<file path="config.mk">
export PLATFORM = sky130hd
export DESIGN_NAME = sys_info_top
export DESIGN_NICKNAME = d
export VERILOG_FILES = /design/src/rtl/sysinfo_cfg_pkg.sv /design/src/rtl/sysinfo_types_pkg.sv /design/src/rtl/bcd_counter.sv /design/src/rtl/sample_rate_meter.sv /design/src/rtl/bank_stats.sv /design/src/rtl/status_mux.sv /design/src/rtl/status_read_ctrl.sv /design/src/rtl/sys_info_top.sv
export SDC_FILE = /design/constraint.sdc
export NUM_CORES = 1
export LEC_CHECK = 0
export BUFFER_PORTS_ARGS = -buffer_cell sky130_fd_sc_hd__buf_2
export CAP_MARGIN = 20
export CELL_PAD_IN_SITES_DETAIL_PLACEMENT = 0
export CELL_PAD_IN_SITES_GLOBAL_PLACEMENT = 2
export CORE_MARGIN = 2
export CORE_UTILIZATION = 39
export CTS_CLUSTER_DIAMETER = 50
export DETAILED_ROUTE_END_ITERATION = 8
export GPL_ROUTABILITY_DRIVEN = 0
export PLACE_DENSITY = 0.85
export SYNTH_ARGS = -nofsm -noshare
export SYNTH_HDL_FRONTEND = slang
export SYNTH_HIERARCHICAL = 1
export SYNTH_SLANG_ARGS = --single-unit
</file>
<file path="constraint.sdc">
create_clock -name clk -period 2.4 [get_ports clk]
set_clock_uncertainty 0.2 [all_clocks]
set_input_delay 0.36 -clock clk [delete_from_list [all_inputs] [get_ports clk]]
set_output_delay 0.36 -clock clk [all_outputs]
set_load 0.01 [all_outputs]
</file>
<file path="src/rtl/sysinfo_cfg_pkg.sv">
//##########################################################################
// status readout configuration constants
// bus widths, BCD digit counts, bank statistics and the rate window
//##########################################################################

package sysinfo_cfg_pkg;

    // host status bus
    localparam int ST_ADDR_W = 8;
    localparam int ST_DATA_W = 8;

    // frame counter, five BCD digits
    localparam int FRAME_DIGITS = 5;
    localparam int FRAME_W = FRAME_DIGITS * 4;   // 20 bits

    // sample rate readout, saturates at 99
    localparam int RATE_DIGITS = 2;
    localparam int RATE_W = RATE_DIGITS * 4;

    // memory ready strobes, one counter per bank
    localparam int NUM_BANKS = 4;
    localparam int STAT_W = 8;                   // saturating at 255

    // measurement window in clk cycles
    // kept short so a simulation sees many windows
    localparam int RATE_WINDOW = 1000;
    localparam int WIN_W = $clog2(RATE_WINDOW);

    // board switches
    localparam int DIP_W = 24;

endpackage

</file>
<file path="src/rtl/sysinfo_types_pkg.sv">
//##########################################################################
// status readout types
// host request/response structs, board inputs, bank counts
// read FSM states and status address groups
//##########################################################################

package sysinfo_types_pkg;
    import sysinfo_cfg_pkg::*;

    // host to block
    typedef struct packed {
        logic [ST_ADDR_W-1:0] addr;
        logic                 req;    // four-phase request
    } st_req_t;

    // block to host
    typedef struct packed {
        logic [ST_DATA_W-1:0] data;
        logic                 ack;
    } st_rsp_t;

    // slow board inputs, all sampled as-is
    typedef struct packed {
        logic [DIP_W-1:0] dipsw;
        logic [6:0]       core_mod;
        logic [1:0]       dial_x;
        logic             game_led;
        logic             dip_flip;
        logic             dip_pause;    // high lets the game run
        logic             ioctl_ram;    // loader flags
        logic             ioctl_rom;
        logic             ioctl_cart;
        logic [8:0]       mouse_dx;
        logic [8:0]       mouse_dy;
        logic [7:0]       mouse_f;      // buttons
    } board_in_t;

    // one count per bank, index 0 is bank 0
    typedef struct packed {
        logic [NUM_BANKS-1:0][STAT_W-1:0] cnt;
    } bank_counts_t;

    typedef enum logic [1:0] {
        IDLE,
        SELECT,   // address captured, mux registering
        ACK
    } read_state_e;

    // top two status address bits
    typedef enum logic [1:0] {
        FRAME_GRP    = 2'd0,
        MEM_GRP      = 2'd1,
        RATE_DIP_GRP = 2'd2,
        INPUT_GRP    = 2'd3
    } st_group_e;

endpackage

</file>
<file path="src/rtl/bcd_counter.sv">
//##########################################################################
// multi-digit BCD up-counter
// ripple carry over the digits, synchronous clear
// wraps to zero or holds at all nines
//##########################################################################

module bcd_counter #(
    parameter int DIGITS = 5,
    parameter bit WRAP   = 1'b1      // 0 saturates at 9..9
) (
    input  logic                  clk,
    input  logic                  rst,
    input  logic                  clr,
    input  logic                  up,
    output logic [DIGITS*4-1:0]   cnt
);

    logic [DIGITS:0]     carry;     // carry into each digit
    logic [DIGITS*4-1:0] nxt;
    logic                hold;

    assign carry[0] = 1'b1;         // +1 enters at the lowest digit

    for (genvar g = 0; g < DIGITS; g++) begin : g_digit
        logic [3:0] d;
        assign d = cnt[g*4 +: 4];
        assign carry[g+1] = carry[g] & (d == 4'd9);
        assign nxt[g*4 +: 4] = !carry[g] ? d : (d == 4'd9 ? 4'd0 : d + 4'd1);

        // digit never leaves 0..9, whatever mix of clr and up
        a_digit_range: assert property (@(posedge clk) disable iff (rst) d <= 4'd9)
            else $error("bcd digit %0d holds %h", g, d);
    end

    // carry out of the top digit means all nines
    assign hold = !WRAP && carry[DIGITS];

    always_ff @(posedge clk or posedge rst) begin
        if (rst) begin
            cnt <= '0;
        end else if (clr) begin
            // an event in the clear cycle opens the new count
            cnt <= {{(DIGITS*4-1){1'b0}}, up};
        end else if (up && !hold) begin
            cnt <= nxt;
        end
    end

endmodule

</file>
<file path="src/rtl/sample_rate_meter.sv">
//##########################################################################
// audio sample rate meter
// counts sample rising edges per window into a saturating BCD count
// and latches the result at the window end
//##########################################################################

module sample_rate_meter (
    input  logic                               clk,
    input  logic                               rst,
    input  logic                               sample,
    output logic [sysinfo_cfg_pkg::RATE_W-1:0] srate
);
    import sysinfo_cfg_pkg::*;

    logic [WIN_W-1:0]  win_cnt;     // position in the window
    logic              win_end;
    logic              sample_l;    // last sample level
    logic              sample_up;
    logic [RATE_W-1:0] scnt;        // running BCD edge count

    assign win_end   = win_cnt == WIN_W'(RATE_WINDOW - 1);
    assign sample_up = sample & ~sample_l;

    always_ff @(posedge clk or posedge rst) begin
        if (rst) begin
            win_cnt  <= '0;
            sample_l <= 1'b0;
            srate    <= '0;
        end else begin
            sample_l <= sample;
            if (win_end) begin
                win_cnt <= '0;
                srate   <= scnt;     // edges of the window just closed
            end else begin
                win_cnt <= win_cnt + 1'b1;
            end
        end
    end

    // cleared on win_end, so each window starts fresh
    bcd_counter #(
        .DIGITS ( RATE_DIGITS ),
        .WRAP   ( 1'b0        )      // stick at 99
    ) u_rate_cnt (
        .clk    ( clk       ),
        .rst    ( rst       ),
        .clr    ( win_end   ),
        .up     ( sample_up ),
        .cnt    ( scnt      )
    );

endmodule

</file>
<file path="src/rtl/bank_stats.sv">
//##########################################################################
// memory bank statistics
// per-bank saturating counts of ready strobes, latched per frame
//##########################################################################

module bank_stats (
    input  logic                                  clk,
    input  logic                                  rst,
    input  logic [sysinfo_cfg_pkg::NUM_BANKS-1:0] ba_rdy,
    input  logic                                  frame_up,
    output sysinfo_types_pkg::bank_counts_t       counts
);
    import sysinfo_cfg_pkg::*;
    import sysinfo_types_pkg::*;

    logic [NUM_BANKS-1:0][STAT_W-1:0] run;   // counts of the frame in progress

    always_ff @(posedge clk or posedge rst) begin
        if (rst) begin
            run    <= '0;
            counts <= '0;
        end else begin
            if (frame_up) begin
                counts.cnt <= run;   // snapshot of the closed frame
            end
            for (int i = 0; i < NUM_BANKS; i++) begin
                if (frame_up) begin
                    // restart, a strobe right now belongs to the new frame
                    run[i] <= STAT_W'(ba_rdy[i]);
                end else if (ba_rdy[i] && run[i] != '1) begin
                    run[i] <= run[i] + 1'b1;
                end
            end
        end
    end

    for (genvar g = 0; g < NUM_BANKS; g++) begin : g_chk
        // only a frame boundary brings a running count down
        a_run_mono: assert property (@(posedge clk) disable iff (rst)
            !frame_up |=> run[g] >= $past(run[g]))
            else $error("bank %0d count went down", g);
    end

endmodule

</file>
<file path="src/rtl/status_mux.sv">
//##########################################################################
// status byte selection
// registered decode of the status address into one byte
// groups: frame count, memory/loader, rate/DIP, inputs
//##########################################################################

module status_mux (
    input  logic                                  clk,
    input  logic                                  rst,
    input  logic [sysinfo_cfg_pkg::ST_ADDR_W-1:0] addr,
    input  logic [sysinfo_cfg_pkg::FRAME_W-1:0]   frame_bcd,
    input  logic [sysinfo_cfg_pkg::RATE_W-1:0]    srate,
    input  sysinfo_types_pkg::bank_counts_t       counts,
    input  sysinfo_types_pkg::board_in_t          board,
    output logic [sysinfo_cfg_pkg::ST_DATA_W-1:0] dout
);
    import sysinfo_cfg_pkg::*;
    import sysinfo_types_pkg::*;

    st_group_e  grp;
    logic [1:0] sel;    // sub-block within a group
    logic [1:0] idx;    // low bits, frame byte or bank

    assign grp = st_group_e'(addr[ST_ADDR_W-1 -: 2]);
    assign sel = addr[5:4];
    assign idx = addr[1:0];

    always_ff @(posedge clk or posedge rst) begin
        if (rst) begin
            dout <= '0;
        end else begin
            unique case (grp)
                FRAME_GRP: begin
                    case (idx)
                        2'd0:    dout <= frame_bcd[15:8];
                        2'd1:    dout <= frame_bcd[7:0];
                        2'd2:    dout <= {4'd0, frame_bcd[19:16]};  // top digit
                        default: dout <= '0;
                    endcase
                end
                MEM_GRP: begin
                    case (sel)
                        2'd0: dout <= counts.cnt[idx];   // last full frame
                        2'd1: begin
                            // loader flags
                            dout <= {3'd0, board.ioctl_ram, 2'd0,
                                     board.ioctl_cart, board.ioctl_rom};
                        end
                        default: dout <= '0;
                    endcase
                end
                RATE_DIP_GRP: begin
                    case (sel)
                        2'd0: dout <= srate;
                        2'd1: dout <= board.dipsw[0 +: ST_DATA_W];
                        2'd2: dout <= board.dipsw[8 +: ST_DATA_W];
                        2'd3: dout <= board.dipsw[16 +: ST_DATA_W];
                    endcase
                end
                INPUT_GRP: begin
                    case (sel)
                        2'd0: begin
                            dout <= {board.core_mod[3:0], board.dial_x,
                                     board.game_led, board.dip_flip};
                        end
                        2'd1: dout <= board.mouse_dx[8:1];   // drop the LSB
                        2'd2: dout <= board.mouse_dy[8:1];
                        2'd3: dout <= board.mouse_f;
                    endcase
                end
            endcase
        end
    end

endmodule

</file>
<file path="src/rtl/status_read_ctrl.sv">
//##########################################################################
// four-phase req/ack read controller
// captures the status address, waits for the registered mux
// then presents the byte with ack until req drops
//##########################################################################

module status_read_ctrl (
    input  logic                                  clk,
    input  logic                                  rst,
    input  sysinfo_types_pkg::st_req_t            req,
    output sysinfo_types_pkg::st_rsp_t            rsp,
    output logic [sysinfo_cfg_pkg::ST_ADDR_W-1:0] addr,
    input  logic [sysinfo_cfg_pkg::ST_DATA_W-1:0] dout
);
    import sysinfo_types_pkg::*;

    read_state_e state;

    always_ff @(posedge clk or posedge rst) begin
        if (rst) begin
            state <= IDLE;
            addr  <= '0;
            rsp   <= '0;
        end else begin
            case (state)
                IDLE: begin
                    if (req.req) begin
                        addr  <= req.addr;   // host keeps it stable anyway
                        state <= SELECT;
                    end
                end
                SELECT: begin
                    state <= ACK;            // mux registers on this edge
                end
                ACK: begin
                    if (!rsp.ack) begin
                        // first cycle here, mux output now valid
                        rsp.data <= dout;
                        rsp.ack  <= 1'b1;
                    end else if (!req.req) begin
                        rsp.ack <= 1'b0;
                        state   <= IDLE;
                    end
                end
                default: state <= IDLE;
            endcase
        end
    end

    // no ack outside a transfer
    a_idle_no_ack: assert property (@(posedge clk) disable iff (rst)
        state == IDLE |-> !rsp.ack)
        else $error("ack high in IDLE");

    // data frozen for as long as the host sees ack
    a_data_stable: assert property (@(posedge clk) disable iff (rst)
        rsp.ack |=> !rsp.ack || $stable(rsp.data))
        else $error("rsp.data changed under ack");

    // ack comes two cycles after a request is taken
    a_ack_latency: assert property (@(posedge clk) disable iff (rst)
        state == IDLE && req.req |=> !rsp.ack ##1 !rsp.ack ##1 rsp.ack)
        else $error("ack latency off");

endmodule

</file>
<file path="src/rtl/sys_info_top.sv">
//##########################################################################
// status and debug readout top level
// LVBL edge detect for the frame count, rate meter, bank stats,
// status byte mux and the req/ack read controller
//##########################################################################

module sys_info_top (
    input  logic                                  clk,
    input  logic                                  rst,
    input  sysinfo_types_pkg::st_req_t            req,
    output sysinfo_types_pkg::st_rsp_t            rsp,
    input  sysinfo_types_pkg::board_in_t          board,
    input  logic                                  lvbl,
    input  logic                                  sample,
    input  logic [sysinfo_cfg_pkg::NUM_BANKS-1:0] ba_rdy
);
    import sysinfo_cfg_pkg::*;
    import sysinfo_types_pkg::*;

    logic                 lvbl_l;      // LVBL one cycle late
    logic                 frame_up;    // registered, one pulse per running frame
    logic [FRAME_W-1:0]   frame_bcd;
    logic [RATE_W-1:0]    srate;
    bank_counts_t         counts;
    logic [ST_ADDR_W-1:0] st_addr;     // captured by the controller
    logic [ST_DATA_W-1:0] st_dout;

    always_ff @(posedge clk or posedge rst) begin
        if (rst) begin
            lvbl_l   <= 1'b0;
            frame_up <= 1'b0;
        end else begin
            lvbl_l   <= lvbl;
            frame_up <= lvbl & ~lvbl_l & board.dip_pause;   // paused frames skipped
        end
    end

    bcd_counter #(.DIGITS(FRAME_DIGITS), .WRAP(1'b1)) u_frame_cnt (
        .clk ( clk ), .rst ( rst ), .clr ( 1'b0 ), .up ( frame_up ), .cnt ( frame_bcd )
    );

    sample_rate_meter u_rate (
        .clk ( clk ), .rst ( rst ), .sample ( sample ), .srate ( srate )
    );

    bank_stats u_stats (
        .clk ( clk ), .rst ( rst ), .ba_rdy ( ba_rdy ), .frame_up ( frame_up ),
        .counts ( counts )
    );

    status_mux u_mux (
        .clk ( clk ), .rst ( rst ), .addr ( st_addr ), .frame_bcd ( frame_bcd ),
        .srate ( srate ), .counts ( counts ), .board ( board ), .dout ( st_dout )
    );

    status_read_ctrl u_ctrl (
        .clk ( clk ), .rst ( rst ), .req ( req ), .rsp ( rsp ),
        .addr ( st_addr ), .dout ( st_dout )
    );

endmodule

</file>
==> impl_metrics.yaml, run 1 <==
critical_path:
  r2r_slack_ns: 0.23
  crit_required_ns: 2.50
  path_max_fanout: 11
  critPathLaunchType: "flip-flop"
  end_kind: "flip-flop"
  slowest_stage: "or4_4"
  regToRegStartpoint: "u_rate/win_cnt[0]$_DFF_PP0_"
  worstPathArrival_ns: 2.27
  critPathMaxStageDelay_ns: 0.56
  crit_type: "flip-flop to flip-flop"
  reg2reg_to: "u_rate/u_rate_cnt/cnt[6]$_DFFE_PP0P_"
  rr_worst_depth: 6
  crit_chain: "ha_1 > nand3_2 > or4_4 > clkinvlp_4 > nor2b_1 > mux2_2"
synth:
  synthCells: 696
  synth_warnings: 6
  synth_area_per_cell_um2: 11.06
  netlist_area_um2: 7700
job:
  cap_viol_max_count: 0
timing:
  rsz0062_at_grt: "no"
  slew_viol_final: 0
  fmax_mhz: 461.6
  max-slew-margin-rel: 0.4730
  tightest_slew_ns: 0.7897
  period_minus_slack_ns: 2.166
  setup_tns_ns: 0
  period_share: 0.9027
  finalSetupViolCount: 0
  hold_violations: 0
grt:
  grt_antenna_before_repair: 0
  grt_pass1_wl_mm: 31.71
  grt_pass1_vias: 6031
  grt_max_degree: 75
  grtUsageTotal: 0.1981
  overflow: 0
routing:
  wl_per_cell_um: 18.49
  drt_pass1_iterations: 5
  vias: 5975
  routed_via_density: 5.574
  finalWirelength_mm: 19.82
  drc: 0
  drtIter0Drc: 388
  ant_nets: 0
min_path:
  hold_class: "primary input to flip-flop"
  whs_endpoint: "u_ctrl/rsp[0]$_DFFE_PP0N_"
  min_path_cells: 3
  hp-start: "req[0]"
clock_network:
  clockBufferDepth: 2
  clock_latency_ns: 0.42
  ctsHtreeMaxLevel: 4
  clockRootBuffer: "clkbuf_16"
  path_clk_slew_ns: 0.06
  cts_setup_buffers: 0
  numCtsBuffers: 17
  cts.sinks: 138
  cts_tree: "yes"
floorplanning:
  initial_utilization: 0.3969
  dieHeight_um: 144.5
  fp.dieW_um: 144.5
  std_cell_rows: 51
  dieArea_um2: 20880
  core_um2: 19400
  ios: 91
layout:
  n_fill_cell: 1841
  drive_gt1_frac: 0.3036
  antenna_cells: 0
  fin_nets: 893
  synthToLayoutAreaGrowth_pct: 19.87
  final_cell_count_no_fill: 1072
pwr:
  power_density_nw_per_um2: 1040
  vdd_drop_max_uv: 534.6
  p_leak_uw: 0.004164
run_status:
  status: "finished, final reports clean"
placement:
  hpwl_mm: 14.37
  placedCellCount: 1030
  portBuffers: 83
[repair_timing]
item,CTS,global route
hold endpoints to repair,62,0
hold buffers,10,0
setup endpoints to repair,0,1
gates resized for setup,0,1
[worst max path at each step]
stage	startpoint	endpoint	slack, ns	cells after the start
3_3_place_gp	u_rate/win_cnt[0]$_DFF_PP0_	u_rate/u_rate_cnt/cnt[6]$_DFFE_PP0P_	0.22	6
5_1_grt	u_frame_cnt/cnt[5]$_DFFE_PP0P_	u_frame_cnt/cnt[19]$_DFFE_PP0P_	0.12	6
3_5_place_dp	u_rate/win_cnt[0]$_DFF_PP0_	u_rate/u_rate_cnt/cnt[6]$_DFFE_PP0P_	0.17	6
6_report	u_rate/win_cnt[0]$_DFF_PP0_	u_rate/u_rate_cnt/cnt[6]$_DFFE_PP0P_	0.23	6
2_1_floorplan	u_rate/win_cnt[0]$_DFF_PP0_	u_rate/u_rate_cnt/cnt[6]$_DFFE_PP0P_	0.17	8
4_1_cts	u_rate/win_cnt[0]$_DFF_PP0_	u_rate/u_rate_cnt/cnt[6]$_DFFE_PP0P_	0.14	6
[metal layers]
metal,global-route usage,share of wire
met5,0,0
met1,0.2568,0.44
met2,0.3270,0.49
met3,0.04172,0.049
met4,0.07460,0.027
[through the flow]
step                power [µW]  setup slack (ns)  hold slack [ns]    util  instance area, µm²
detailed placement        6391            0.1685           0.1470  0.4334                8407
global placement          6296            0.2151           0.1451  0.4334                8407
finish                    9603            0.2336          0.02166  0.4758                9230
global route             10160            0.1203          0.02173  0.4758                9230
CTS                       9659            0.1434         0.001480  0.4756                9226
floorplan                 5468            0.1698         -0.09882       -                7704
[state kept, by name, summed over array words and instances, names as in the netlist]
name	count
u_stats/counts	32
u_stats/run	32
u_rate/u_rate_cnt/cnt	8
u_rate/win_cnt	10
u_ctrl/addr	6
u_mux/dout	8
u_frame_cnt/cnt	20
lvbl_l	1
u_rate/sample_l	1
u_ctrl/state	2
u_rate/srate	8
frame_up	1
u_ctrl/rsp	9
[critical path: cells and delay by family, from the launching register on]
| kind | cells | cell delay, ns |
|---|---|---|
| adders and majority gates | 1 | 0.24 |
| buffers and inverters | 1 | 0.20 |
| muxes | 1 | 0.26 |
| DFF | 1 | 0.37 |
| and+or+nand+nor | 3 | 0.77 |
[layout by cell type (no fill, tap or decap), types with 10 or more instances in the layout]
| master | n |
|---|---|
| nor3_1 | 12 |
| ha_1 | 17 |
| buf_4 | 17 |
| nand2_1 | 40 |
| nand2b_1 | 10 |
| inv_1 | 25 |
| clkbuf_16 | 17 |
| buf_2 | 83 |
| a21oi_1 | 36 |
| and3_1 | 14 |
| nor2_1 | 27 |
| mux4_2 | 12 |
| mux2i_1 | 16 |
| o21ai_0 | 22 |
| a311oi_1 | 11 |
| a211oi_1 | 12 |
| a31oi_1 | 12 |
| dlygate4sd3_1 | 10 |
| nor2b_1 | 23 |
| nand3_1 | 24 |
| mux2_2 | 58 |
| dfrtp_1 | 136 |
[cell type report]
cell class / instances / area [µm²] / share of cell area
tap: 265 / 331.6 / 0.03592
sequential: 138 / 3456 / 0.3744
inverter: 29 / 112.6 / 0.01220
timing repair buffer: 112 / 683.2 / 0.07401
multi-input combinational: 496 / 3928 / 0.4255
clock inverter: 15 / 294.0 / 0.03186
clock buffer: 17 / 425.4 / 0.04609
[power by group]
group / internal (µW) / leakage [µW] / switching (µW) / total [µW]
Clock: 2160 / 0.000340 / 1050 / 3210
Sequential: 2880 / 0.00178 / 729 / 3610
Combinational: 1410 / 0.00204 / 1370 / 2790
No activity file was read; power rests on OpenSTA's default activity.
==> run 2, diff against run 1 <==
- CORE_MARGIN: 2 -> 3
- CORE_UTILIZATION: 39 -> 38
- PLACE_DENSITY: 0.85 -> 0.84
- SYNTH_HIERARCHICAL: 1 -> not set
==> run 2 against run 1 <==
  * Via count is 11% lower
  * Critical endpoint is now u_mux.dout[7]$_DFF_PP0_
  * Utilization down 0.66 points
  * Clock power decreased by 17%
  * Worst hold slack improved by 0.014 ns
  * Flip-flop and latch count is the same
  * Critical path type unchanged
  * Power down 10%
  * Design area is 7.7% lower
  * Largest cell class is now flip-flops and latches
==> impl_metrics.yaml, run 2 <==
layout:
  fin_nets: 823
  synthToLayoutAreaGrowth_pct: 19.85
  drive_gt1_frac: 0.2886
  n_fill_cell: 1664
  largestRegisters: "u_stats.counts (32), u_stats.run (32), u_frame_cnt.cnt (20)"
  antenna_cells: 0
  mostFrequentLayoutCells: "dfrtp_1, buf_2, mux2_2, nor2_1, nand2_1"
  final_common_cell: "dfrtp_1"
floorplanning:
  core_um2: 18150
  initial_utilization: 0.3915
  dieHeight_um: 142.7
  ios: 91
  std_cell_rows: 49
  dieArea_um2: 20380
  fp.dieW_um: 142.7
timing:
  max-slew-margin-rel: 0.4914
  slew_viol_final: 0
  setup_tns_ns: 0
  fmax_mhz: 479.1
  rsz0062_at_grt: "no"
  hold_violations: 0
  tightest_slew_ns: 0.7628
  hold_ws_ns: 0.03597
  period_share: 0.8697
  finalSetupViolCount: 0
  period_minus_slack_ns: 2.087
synth:
  synthCells: 635
  synth_edf_count: 0
  synth_cell_types: 65
  ys_top_cells_by_count: "dfrtp_1, mux2_2, nor2_1"
  netlist_area_um2: 7106
  async_reset_ff_frac: 1.000
  synth_warnings: 0
  synth_area_per_cell_um2: 11.19
  synth-seq-cells: 138
  syn_nets: 726
  post-synth-top-area-fraction: 0.4860
  synth.most_common_cell: "dfrtp_1"
  synth_top_flop_cell: "dfrtp_1"
  yosysSeqAreaShare: 0.4860
  synth_area_leaders: "dfrtp_1, mux2_2, mux4_2, mux2i_1, nor2_1"
  synth_area_leader_cell: "dfrtp_1"
grt:
  grt_max_degree: 109
  grt_antenna_before_repair: 0
  grt_pass1_vias: 5279
  grtUsageTotal: 0.1671
  overflow: 0
  grt_pass1_wl_mm: 26.92
critical_path:
  crit_type: "flip-flop to flip-flop"
  end_kind: "flip-flop"
  crit_end: "u_mux.dout[7]$_DFF_PP0_"
  crit_required_ns: 2.51
  r2r_slack_ns: 0.31
  rr_worst_depth: 4
  crit_path_start: "u_ctrl.addr[5]$_DFFE_PP0P_"
  critPathLaunchType: "flip-flop"
  path_max_fanout: 14
  regToRegStartpoint: "u_ctrl.addr[5]$_DFFE_PP0P_"
  reg2reg_to: "u_mux.dout[7]$_DFF_PP0_"
  worstPathArrival_ns: 2.20
clock_network:
  numCtsBuffers: 17
  cts_setup_buffers: 0
  clockRootBuffer: "clkbuf_16"
  ctsHtreeMaxLevel: 4
  cts.sinks: 138
  cts_tree: "yes"
  clock_latency_ns: 0.41
  clockBufferDepth: 2
  path_clk_slew_ns: 0.06
routing:
  finalWirelength_mm: 16.70
  drtIter0Drc: 314
  vias: 5307
  drc: 0
  routed_via_density: 5.449
  drt_pass1_iterations: 5
  wl_per_cell_um: 17.14
  ant_nets: 0
pwr:
  vdd_drop_max_uv: 505.6
  power_density_nw_per_um2: 1011
  p_leak_uw: 0.003839
min_path:
  hold_class: "primary input to flip-flop"
  min_path_cells: 3
placement:
  portBuffers: 83
  hpwl_mm: 12.10
job:
  cap_viol_max_count: 0
run_status:
  status: "finished, final reports clean"
run 2: cell families after synthesis:
kind of cell / after synthesis / share of synthesized area
AND/OR/NAND/NOR: 187 / 0.1453
AO/OA/AOI/OAI: 120 / 0.1116
flip-flops: 138 / 0.4860
adder cells (fa/ha/maj): 9 / 0.01585
XOR/XNOR: 31 / 0.03821
multiplexers: 95 / 0.1701
buffers and inverters: 55 / 0.03293
run 2: worst min-delay path by stage:
stage                                  end  slack (ns)        startpoint
2_1_floorplan           frame_up$_DFF_PP0_        0.18  lvbl_l$_DFF_PP0_
3_3_place_gp            frame_up$_DFF_PP0_        0.18  lvbl_l$_DFF_PP0_
3_5_place_dp            frame_up$_DFF_PP0_        0.18  lvbl_l$_DFF_PP0_
4_1_cts        u_stats.run[16]$_DFFE_PP0P_        0.02         ba_rdy[2]
5_1_grt        u_stats.run[24]$_DFFE_PP0P_        0.04         ba_rdy[3]
6_report       u_stats.run[24]$_DFFE_PP0P_        0.04         ba_rdy[3]
run 2: power by group:
group | internal (µW) | total [µW] | switching, µW
clock network | 1670 | 2670 | 1010
registers | 2840 | 3480 | 647
logic | 1260 | 2450 | 1190
run 2: final cells by class:
cell class / instances / area [µm²] / area share
clock buffer: 19 / 442.9 / 0.05201
clock inverter: 13 / 170.2 / 0.01998
inverter: 25 / 97.59 / 0.01146
multi-input combinational: 442 / 3423 / 0.4020
sequential: 138 / 3455 / 0.4057
tap: 229 / 286.5 / 0.03365
timing repair buffer: 108 / 640.6 / 0.07523
run 2: critical path: stages, from the launching register on:
cell	delay [ns]
dfrtp_1	0.58
nor2b_1	0.55
a22o_1	0.25
a221oi_1	0.09
o32ai_1	0.31
run 2: per-stage QoR:
step	std cells	power (µW)	util	instance area, µm²	setup WS (ns)
2_1_floorplan	635	5123	-	7109	0.1189
3_3_place_gp	932	5869	0.4300	7802	0.3449
3_5_place_dp	932	5951	0.4300	7802	0.3300
4_1_cts	974	8686	0.4693	8516	0.3012
5_1_grt	974	9112	0.4693	8516	0.1783
6_report	974	8606	0.4693	8516	0.3126
run 2: routing by layer:
| layer | GRT usage | routed length, µm | share of wire | up-vias |
|---|---|---|---|---|
| met5 | 0 | 0 | 0 | - |
| met4 | 0.04852 | 255 | 0.015 | 0 |
| met3 | 0.04153 | 827 | 0.050 | 17 |
| li1 | - | - | - | 2538 |
| met1 | 0.2272 | 7907 | 0.47 | 2617 |
| met2 | 0.2666 | 7707 | 0.46 | 135 |
run 2: what timing repair did:
action,4_1_cts,5_1_grt
gates resized for setup,0,0
hold endpoints to repair,147,0
hold buffers,10,0
==> run 3, diff against run 2 <==
- CORE_UTILIZATION: 38 -> 41
- GPL_ROUTABILITY_DRIVEN: 0 -> not set
- PLACE_DENSITY: 0.84 -> 0.9
- clock period: 2.4 -> 2.62 ns (I/O delays scaled with it)
==> run 3 against run 2 <==
  * Flip-flop and latch count unchanged
  * Clock-buffer cell count up 2
  * Die area down 7.0%
  * Utilization up 3.3 points
  * First-iteration DRC count up 1.6%
  * Final cell count down 1.4%
  * Sequential power down 6.9%
  * Highest routed layer unchanged
==> impl_metrics.yaml, run 3 (synthesis gave the netlist of run 2 again) <==
run_status:
  status: "finished, final reports clean"
floorplanning:
  initial_utilization: 0.4240
  dieHeight_um: 137.6
  ios: 91
  dieArea_um2: 18950
  fp.dieW_um: 137.6
  std_cell_rows: 47
  core_um2: 16760
critical_path:
  r2r_slack_ns: 0.46
  crit_type: "flip-flop to flip-flop"
  rr_worst_depth: 4
  reg2reg_to: "u_mux.dout[1]$_DFF_PP0_"
  worstPathArrival_ns: 2.24
  crit_required_ns: 2.70
  end_kind: "flip-flop"
  regToRegStartpoint: "u_ctrl.addr[4]$_DFFE_PP0P_"
  critPathLaunchType: "flip-flop"
  path_max_fanout: 18
min_path:
  hp-start: "req[5]"
  min_path_cells: 2
  whs_endpoint: "u_ctrl.addr[4]$_DFFE_PP0P_"
  hold_class: "primary input to flip-flop"
layout:
  drive_gt1_frac: 0.2892
  antenna_cells: 0
  fin_nets: 818
  largestRegisters: "u_stats.counts (32), u_stats.run (32), u_frame_cnt.cnt (20)"
  regArea_um2: 3455
  final_cell_count_no_fill: 960
  multi_input_area_um2: 3423
  n_fill_cell: 1505
  mostFrequentLayoutCells: "dfrtp_1, buf_2, mux2_2, nor2_1, nand2_1"
  final_common_cell: "dfrtp_1"
  synthToLayoutAreaGrowth_pct: 18.54
routing:
  finalWirelength_mm: 16.63
  drt_pass1_iterations: 4
  vias: 5267
  routed_via_density: 5.486
  drc: 0
  wl_per_cell_um: 17.32
  ant_nets: 0
  drtIter0Drc: 319
pwr:
  p_leak_uw: 0.003824
  vdd_drop_max_uv: 509.8
  power_density_nw_per_um2: 919.9
placement:
  hpwl_mm: 11.95
  placedCellCount: 923
  globalplace.congestion: 0.8382
  portBuffers: 83
  place_ws_ns: 0.5116
job:
  cap_viol_max_count: 0
timing:
  max-slew-margin-rel: 0.4932
  tightest_slew_ns: 0.7601
  setup_slack_ns: 0.4599
  hold_violations: 0
  slew_viol_final: 0
  period_share: 0.8245
  rsz0062_at_grt: "no"
  setup_tns_ns: 0
  period_minus_slack_ns: 2.160
  fmax_mhz: 462.9
  finalSetupViolCount: 0
clock_network:
  clockBufferDepth: 2
  clock_latency_ns: 0.42
  cts.sinks: 138
  cts_tree: "yes"
  numCtsBuffers: 17
  cts_resized: 0
  clockRootBuffer: "clkbuf_16"
  ctsHtreeMaxLevel: 4
  path_clk_slew_ns: 0.06
grt:
  grt_antenna_before_repair: 0
  grtUsageTotal: 0.1812
  grt_pass1_wl_mm: 26.85
  overflow: 0
  grt_max_degree: 68
  grt_pass1_vias: 5265
==> run 3: repair_timing <==
item | CTS | global route
hold endpoints to repair | 20 | 0
buffers inserted | 0 | 0
hold buffers | 5 | 0
setup endpoints to repair | 0 | 0
==> run 3: final cells by class <==
| class | count | area share |
|---|---|---|
| inverters | 25 | 0.01159 |
| well taps | 220 | 0.03268 |
| repair buffers | 103 | 0.07011 |
| clock buffers | 21 | 0.05466 |
| flip-flops and latches | 138 | 0.4101 |
| multi-input cells | 442 | 0.4064 |
| clock inverters | 11 | 0.01441 |
==> run 3: critical path, cell delays in order, from the launching register on <==
cell	delay, ns
dfrtp_1	0.69
buf_4	0.32
mux4_2	0.35
a22oi_1	0.29
a32oi_1	0.16
==> run 3: metrics by stage <==
step | instance area (µm²) | util | hold slack (ns) | total power [µW]
2_1_floorplan | 7109 | - | 0.1766 | 4693
6_report | 8423 | 0.5026 | 0.01425 | 7748
4_1_cts | 8423 | 0.5026 | 0.002074 | 7810
3_5_place_dp | 7791 | 0.4649 | 0.1807 | 5412
3_3_place_gp | 7791 | 0.4649 | 0.1844 | 5325
5_1_grt | 8423 | 0.5026 | 0.002470 | 8200
==> run 3: per-layer routing <==
layer / GRT usage / wire (µm)
met1: 0.2518 / 7734
met2: 0.2839 / 7640
met3: 0.03871 / 999
met4: 0.05820 / 256
met5: 0 / 0
==> run 3: worst max path at each step <==
stage | from | to | slack (ns) | depth (start not counted)
global route | u_ctrl.addr[4]$_DFFE_PP0P_ | u_mux.dout[4]$_DFF_PP0_ | 0.32 | 5
finish | u_ctrl.addr[4]$_DFFE_PP0P_ | u_mux.dout[1]$_DFF_PP0_ | 0.46 | 4
detailed placement | u_ctrl.addr[1]$_DFFE_PP0P_ | u_mux.dout[1]$_DFF_PP0_ | 0.51 | 3
floorplan | rst | frame_up$_DFF_PP0_ | 0.31 | 1
global placement | u_ctrl.addr[4]$_DFFE_PP0P_ | u_mux.dout[4]$_DFF_PP0_ | 0.53 | 5
CTS | u_ctrl.addr[4]$_DFFE_PP0P_ | u_mux.dout[6]$_DFF_PP0_ | 0.48 | 4
==> run 3: power breakdown <==
group,internal (µW),switching (µW),leakage [µW]
Clock,1450,910,0.000283
Sequential,2600,639,0.00181
Combinational,1120,1030,0.00173
Total,5170,2580,0.00382
